[src/common/lenet_pkg.sv]
package lenet_pkg;

    //////////////////////////////////////////////////////////////////////
    // Datapath widths
    //////////////////////////////////////////////////////////////////////

    localparam int ACT_W     = 8;   // Unsigned activation.
    localparam int WGT_W     = 8;   // Unsigned weight.
    localparam int PROD_W    = 16;  // Full 8x8 product.
    localparam int CORR_W    = 13;  // Correction vectors reach weight 2^12.
    localparam int TAPS      = 4;   // Taps per convolution window.
    localparam int LANE_TAPS = 2;   // Taps handled by one lane.
    localparam int LANE_W    = 17;  // Sum of two products.
    localparam int ACC_W     = 20;  // Signed accumulator.
    localparam int BIAS_W    = 20;  // Signed bias.

    localparam int OUT_SHIFT = 6;   // Requantization shift.
    localparam int OUT_MAX   = 255; // Largest 8-bit activation.

    //////////////////////////////////////////////////////////////////////
    // Bundles passed between blocks
    //////////////////////////////////////////////////////////////////////

    typedef struct packed {
        logic [TAPS-1:0][ACT_W-1:0] act;
        logic [TAPS-1:0][WGT_W-1:0] wgt;
    } window_t;

    // Half a window, as seen by one lane.
    typedef struct packed {
        logic [LANE_TAPS-1:0][ACT_W-1:0] act;
        logic [LANE_TAPS-1:0][WGT_W-1:0] wgt;
    } tap_pair_t;

    typedef struct packed {
        logic              valid;
        logic [LANE_W-1:0] sum;
    } lane_sum_t;

endpackage

[src/design/act_combiner.sv]
module act_combiner (
    input  logic                               clk,
    input  logic                               arst_n,
    input  lenet_pkg::lane_sum_t               lane_a,
    input  lenet_pkg::lane_sum_t               lane_b,
    input  logic signed [lenet_pkg::BIAS_W-1:0] bias,
    output logic                               out_valid,
    output logic [lenet_pkg::ACT_W-1:0]        act_out
);
    import lenet_pkg::*;

    logic signed [ACC_W-1:0] acc;
    logic        [ACC_W-1:0] relu;
    logic        [ACC_W-1:0] shifted;
    logic        [ACT_W-1:0] act_next;

    //////////////////////////////////////////////////////////////////////
    // Accumulate and requantize
    //////////////////////////////////////////////////////////////////////

    always_comb begin
        acc = $signed(ACC_W'(lane_a.sum))
            + $signed(ACC_W'(lane_b.sum))
            + ACC_W'(bias); // Bias sign carries into the sum.
    end

    always_comb begin
        if (acc < 0) begin
            relu = '0;
        end else begin
            relu = ACC_W'(acc);
        end
    end

    assign shifted = relu >> OUT_SHIFT;

    always_comb begin
        if (shifted > ACC_W'(OUT_MAX)) begin
            act_next = ACT_W'(OUT_MAX); // Clip large outputs.
        end else begin
            act_next = shifted[ACT_W-1:0];
        end
    end

    //////////////////////////////////////////////////////////////////////
    // Output register
    //////////////////////////////////////////////////////////////////////

    // The lanes run in lockstep, so lane_a's valid speaks for both.
    always_ff @(posedge clk or negedge arst_n) begin
        if (!arst_n) begin
            out_valid <= 1'b0;
            act_out   <= '0;
        end else begin
            out_valid <= lane_a.valid;
            if (lane_a.valid) begin
                act_out <= act_next; // Holds its value while idle.
            end
        end
    end

endmodule

[src/design/approx_mul8.sv]
module approx_mul8 (
    input  logic [lenet_pkg::ACT_W-1:0]  x,
    input  logic [lenet_pkg::WGT_W-1:0]  y,
    output logic [lenet_pkg::PROD_W-1:0] z
);
    import lenet_pkg::*;

    logic [ACT_W-1:0][WGT_W-1:0] pp; // Partial-product rows, one per bit of x.

    logic [CORR_W-1:0] corr1;
    logic [CORR_W-1:0] corr2;
    logic [CORR_W-1:0] corr3;
    logic [CORR_W-1:0] corr4;
    logic [CORR_W-1:0] corr5;

    //////////////////////////////////////////////////////////////////////
    // Partial products
    //////////////////////////////////////////////////////////////////////

    always_comb begin
        for (int i = 0; i < ACT_W; i++) begin
            pp[i] = y & {WGT_W{x[i]}};
        end
    end

    //////////////////////////////////////////////////////////////////////
    // Compression of the low rows
    //////////////////////////////////////////////////////////////////////

    // Rows 0 to 5 are never added as such; neighbouring rows are merged
    // bit by bit into a handful of sparse correction vectors instead.
    always_comb begin
        corr1 = '0;
        corr2 = '0;
        corr3 = '0;
        corr4 = '0;
        corr5 = '0;

        corr1[5]  = pp[2][2] ^ pp[3][1];
        corr1[6]  = pp[2][4] & pp[3][3];
        corr1[7]  = pp[0][6] ^ pp[1][5];
        corr1[8]  = pp[1][7];
        corr1[9]  = pp[2][6] & pp[3][5];
        corr1[10] = pp[3][7];
        corr1[11] = pp[4][7] & pp[5][6];
        corr1[12] = pp[5][7];

        corr2[5]  = pp[4][1] | pp[5][0];
        corr2[8]  = pp[2][6] | pp[3][5];
        corr2[9]  = pp[2][7] | pp[3][6];
        corr2[10] = pp[4][6] & pp[5][5];
        corr2[11] = pp[4][7] | pp[5][6];

        corr3[8]  = pp[4][3] | pp[5][2];
        corr3[9]  = pp[4][4] | pp[5][3];
        corr3[10] = pp[4][6] | pp[5][5];

        corr4[9]  = pp[4][5] & pp[5][4];

        corr5[9]  = pp[4][5] | pp[5][4];
    end

    //////////////////////////////////////////////////////////////////////
    // Final sum
    //////////////////////////////////////////////////////////////////////

    // Only rows 6 and 7 are exact, so any x with bits 0-5 clear multiplies exactly.
    always_comb begin
        z = (PROD_W'(pp[6]) << 6)
          + (PROD_W'(pp[7]) << 7)
          + PROD_W'(corr1)
          + PROD_W'(corr2)
          + PROD_W'(corr3)
          + PROD_W'(corr4)
          + PROD_W'(corr5);
    end

endmodule

[src/design/conv_tap_engine.sv]
module conv_tap_engine (
    input  logic                               clk,
    input  logic                               arst_n,
    input  logic                               in_valid,
    input  lenet_pkg::window_t                 window,
    input  logic signed [lenet_pkg::BIAS_W-1:0] bias,
    output logic                               out_valid,
    output logic [lenet_pkg::ACT_W-1:0]        act_out
);
    import lenet_pkg::*;

    tap_pair_t               taps_a;
    tap_pair_t               taps_b;
    lane_sum_t               lane_a_sum;
    lane_sum_t               lane_b_sum;
    logic signed [BIAS_W-1:0] bias_q;

    // Low taps feed lane a, high taps feed lane b.
    always_comb begin
        for (int i = 0; i < LANE_TAPS; i++) begin
            taps_a.act[i] = window.act[i];
            taps_a.wgt[i] = window.wgt[i];
            taps_b.act[i] = window.act[LANE_TAPS+i];
            taps_b.wgt[i] = window.wgt[LANE_TAPS+i];
        end
    end

    always_ff @(posedge clk) begin
        if (in_valid) begin
            bias_q <= bias; // Travels alongside the lane stage.
        end
    end

    mac_lane lane_a (
        .clk      (clk),
        .arst_n   (arst_n),
        .in_valid (in_valid),
        .taps     (taps_a),
        .lane     (lane_a_sum)
    );

    mac_lane lane_b (
        .clk      (clk),
        .arst_n   (arst_n),
        .in_valid (in_valid),
        .taps     (taps_b),
        .lane     (lane_b_sum)
    );

    act_combiner combiner (
        .clk       (clk),
        .arst_n    (arst_n),
        .lane_a    (lane_a_sum),
        .lane_b    (lane_b_sum),
        .bias      (bias_q),
        .out_valid (out_valid),
        .act_out   (act_out)
    );

endmodule

[src/design/mac_lane.sv]
module mac_lane (
    input  logic                 clk,
    input  logic                 arst_n,
    input  logic                 in_valid,
    input  lenet_pkg::tap_pair_t taps,
    output lenet_pkg::lane_sum_t lane
);
    import lenet_pkg::*;

    logic [LANE_TAPS-1:0][PROD_W-1:0] prod;
    logic [LANE_W-1:0]                sum_next;

    //////////////////////////////////////////////////////////////////////
    // Multipliers
    //////////////////////////////////////////////////////////////////////

    for (genvar i = 0; i < LANE_TAPS; i++) begin : g_mul
        approx_mul8 mul_inst (
            .x (taps.act[i]),
            .y (taps.wgt[i]),
            .z (prod[i])
        );
    end

    always_comb begin
        sum_next = '0;
        for (int i = 0; i < LANE_TAPS; i++) begin
            sum_next = sum_next + LANE_W'(prod[i]); // One extra bit holds the carry.
        end
    end

    //////////////////////////////////////////////////////////////////////
    // Lane register
    //////////////////////////////////////////////////////////////////////

    always_ff @(posedge clk or negedge arst_n) begin
        if (!arst_n) begin
            lane.valid <= 1'b0;
            lane.sum   <= '0;
        end else begin
            lane.valid <= in_valid;
            if (in_valid) begin
                lane.sum <= sum_next; // Held between strobes.
            end
        end
    end

endmodule

[config.mk]
export PLATFORM = sky130hd
export DESIGN_NAME = conv_tap_engine
export DESIGN_NICKNAME = d
export VERILOG_FILES = /design/src/common/lenet_pkg.sv /design/src/design/act_combiner.sv /design/src/design/approx_mul8.sv /design/src/design/conv_tap_engine.sv /design/src/design/mac_lane.sv
export SDC_FILE = /design/constraint.sdc
export NUM_CORES = 1
export LEC_CHECK = 0
export BUFFER_PORTS_ARGS = -buffer_cell sky130_fd_sc_hd__buf_2
export CAP_MARGIN = 30
export CORE_UTILIZATION = 55
export CTS_CLUSTER_SIZE = 12
export DETAILED_ROUTE_END_ITERATION = 10
export MAX_ROUTING_LAYER = met4
export PLACE_DENSITY = 0.75
export SYNTH_ARGS = -nofsm -noshare
export SYNTH_HDL_FRONTEND = slang
export SYNTH_SLANG_ARGS = --single-unit
[constraint.sdc]
create_clock -name clk -period 6.2 [get_ports clk]
set_clock_uncertainty 0.05 [all_clocks]
set_input_delay 0.31 -clock clk [delete_from_list [all_inputs] [get_ports clk]]
set_output_delay 0.31 -clock clk [all_outputs]
set_load 0.02 [all_outputs]
==> metrics.txt <==
share of cells above drive strength 1 14.7%; status finished, final reports clean; drt wl/cell 15.4 µm; vias in the first global route 5804; largest net degree at the start of global routing 41; worst slew margin relative to its limit 39.8%; core area 12800 µm²; Highest Clock Rate 0.191 GHz; Vias 5602; top cells by count, synth inv_1 (138), fa_1 (102), ha_1 (89); Seq/Total Area, Yosys 17.7%; initial antenna violation count 0; synth-to-layout area growth 10.5%; CTS Buffer Depth 2; 1st-pass router iterations 7; asr flop ratio synth 69.4%; FF-to-FF Start lane_b.lane[5]$_DFFE_PN0P_; dpl hpwl 13300 µm; # IOs 96; pwr dens 594 nW/µm²; Num CTS Buffers 5; Nets 1122; Hold Crit Class primary input to async pin; Rows 41; Slew @ Worst Pin 0.903 ns; fill count 1072; Initial DRC Count 331; DRC violations left 0; Setup Total Neg Slack 0 ns; Sink Count 49; final cell count without fillers 1017; die width 118 µm; crit-path max cell delay 0.54 ns; RSZ-0062 raised after global routing no; syn nets 1036; count leader, synth inv_1; Netlist cell types 54; worst skew pair latency 0.29 ns; Die Ht 118 µm; post-route core utilization 63.4%; Synth Instances 758; most used cell, CP fa_1; CP Max Fanout 8; postcts setup bufs 0; Worst Setup SP window[61]; Detail Route Antenna Nets 0; Final Hold Fails 0; register bit count reported by yosys 49; area leader, netlist fa_1; Warnings, synthesis 0; GP Congestion 0.940; number of I/O port buffers 90; crit end category register; Slew Viols, Final 0; vias per cell 5.51; WP data arrival 5.36 ns; top cells by area, synth fa_1 (28%), ha_1 (15%), dfrtp_1 (12%), inv_1 (7.0%), edfxtp_1 (6.1%); Crit Path Category primary input to register; first-pass GRT wire length 26800 µm; crit share post-route 84.5%; Worst Path Required 6.32 ns; Max-Cap Viols 0; leakage 0.00412 µW; critical-path cell list buf_2, and2_1, nor2b_1, fa_1, fa_1, fa_1, fa_1, inv_1, fa_1, inv_1, ha_1, fa_1, a21o_1, a21oi_1, o21bai_1, a21oi_1, xnor2_1, mux2_2; setup violators final 0; TritonCTS clock tree built; Starting Density 57.4%; Clk pin slew, worst setup/hold paths 0.07 ns; slowest CP cell fa_1; post-CTS resize count 0; H-tree Lvls 2; main flop type after synthesis dfrtp_1; GR Util All Layers 24.5%; ANT cells 0; number of synthesized flops with an enable pin 15; synthesized area 7360 µm²; WL final 15600 µm; post-synth top area share 27.8%; Die Area 13800 µm²; Mean Syn Cell Area 9.71 µm²; placed cells 1009; Hold WS 0.0443 ns; aggregate global routing overflow 0; Worst VDD drop 0.326 mV; Tmin final 5.24 ns; CTS Root Cell clkbuf_16; Startpoint Class primary input; CTS Hold Bufs 0
-- placed cells by master, fill, tap and decap left out, types with 4 or more instances in the layout --
cell type	synthesis	final
edfxtp_1	15	15
nor2_1	16	16
o21ai_0	18	18
nor2b_1	6	6
a21o_1	8	8
buf_2	1	90
xor2_1	6	6
o21a_1	4	4
and2_1	41	41
a22oi_1	22	22
nand4_1	8	8
nand2_1	88	88
mux2_2	18	18
fa_1	102	102
a32oi_1	7	7
nand2b_1	5	5
xnor2_1	32	32
clkbuf_16	0	5
nor3_1	4	4
and4_1	4	4
dfrtp_1	34	34
nand3_1	5	5
a211oi_1	6	6
a21oi_1	23	23
a22o_1	5	5
ha_1	89	89
inv_1	138	138
nor4_1	4	4
-- routing by layer --
layer,global-route usage (%),up-vias,routed length (µm)
met1,32.0,2743,6810
met5,-,-,0
li1,-,2683,-
met4,4.73,0,203
met3,3.00,14,787
met2,41.1,162,7830
-- layout make-up --
| cell class | instances | area (µm²) | area share (%) |
|---|---|---|---|
| multi-input cells | 559 | 5490 | 67.6 |
| flip-flops and latches | 49 | 1300 | 16.0 |
| inverters | 139 | 522 | 6.42 |
| repair buffers | 90 | 450 | 5.54 |
| well taps | 172 | 215 | 2.65 |
| clock buffers | 5 | 125 | 1.54 |
| clock inverters | 3 | 23.8 | 0.292 |
-- worst max-delay path, delay by kind of cell --
family                     cells  cell delay, ns
and+or+nand+nor                2            0.36
adders and majority gates      7            3.39
buffers and inverters          3            0.27
muxes                          1            0.26
AOI/OAI and AO/OA              4            0.69
xor gates and xnor gates       1            0.09
-- registers in the layout, summed over array words and instances, names as in the netlist --
name,cells
lane_a.lane,13
lane_b.lane,12
combiner.out_valid,1
combiner.act_out,8
bias_q,15
-- cell families (layout without fill, tap and decap cells) --
logic type	count (synthesis)	count (layout)	share of synthesized area, %
xor gates and xnor gates	38	38	4.52
DFF	49	49	17.7
and+or+nand+nor	192	192	12.9
muxes	18	18	2.76
adders and majority gates	191	191	42.9
AOI/OAI and AO/OA	120	120	11.5
buffers and inverters	150	237	7.67
-- final timing paths --
kind	end	slack, ns	cells after the start
hold reg to reg	lane_a.lane[14]$_DFFE_PN0P_	0.44	1
setup reg to reg	combiner.act_out[4]$_DFFE_PN0P_	1.80	16
setup / recovery	lane_b.lane[16]$_DFFE_PN0P_	0.96	18
hold / removal	combiner.act_out[5]$_DFFE_PN0P_	0.04	1
max in group asynchronous	lane_a.lane[13]$_DFFE_PN0P_	5.54	1
min in group clk	bias_q[5]$_DFFE_PP_	0.14	1
-- power by group --
group	internal (µW)	switching (µW)
logic	1780	2240
clock network	153	122
registers	462	65.8
-- through the flow --
stage | area (µm²) | total power, µW | setup WS (ns)
3_5_place_dp | 7980 | 4510 | 0.666
2_1_floorplan | 7360 | 3700 | 0.874
4_1_cts | 8130 | 4860 | 0.966
5_1_grt | 8130 | 5380 | 0.716
3_3_place_gp | 7980 | 4380 | 0.759
6_report | 8130 | 4830 | 0.962
No activity file was read; power rests on OpenSTA's default activity.
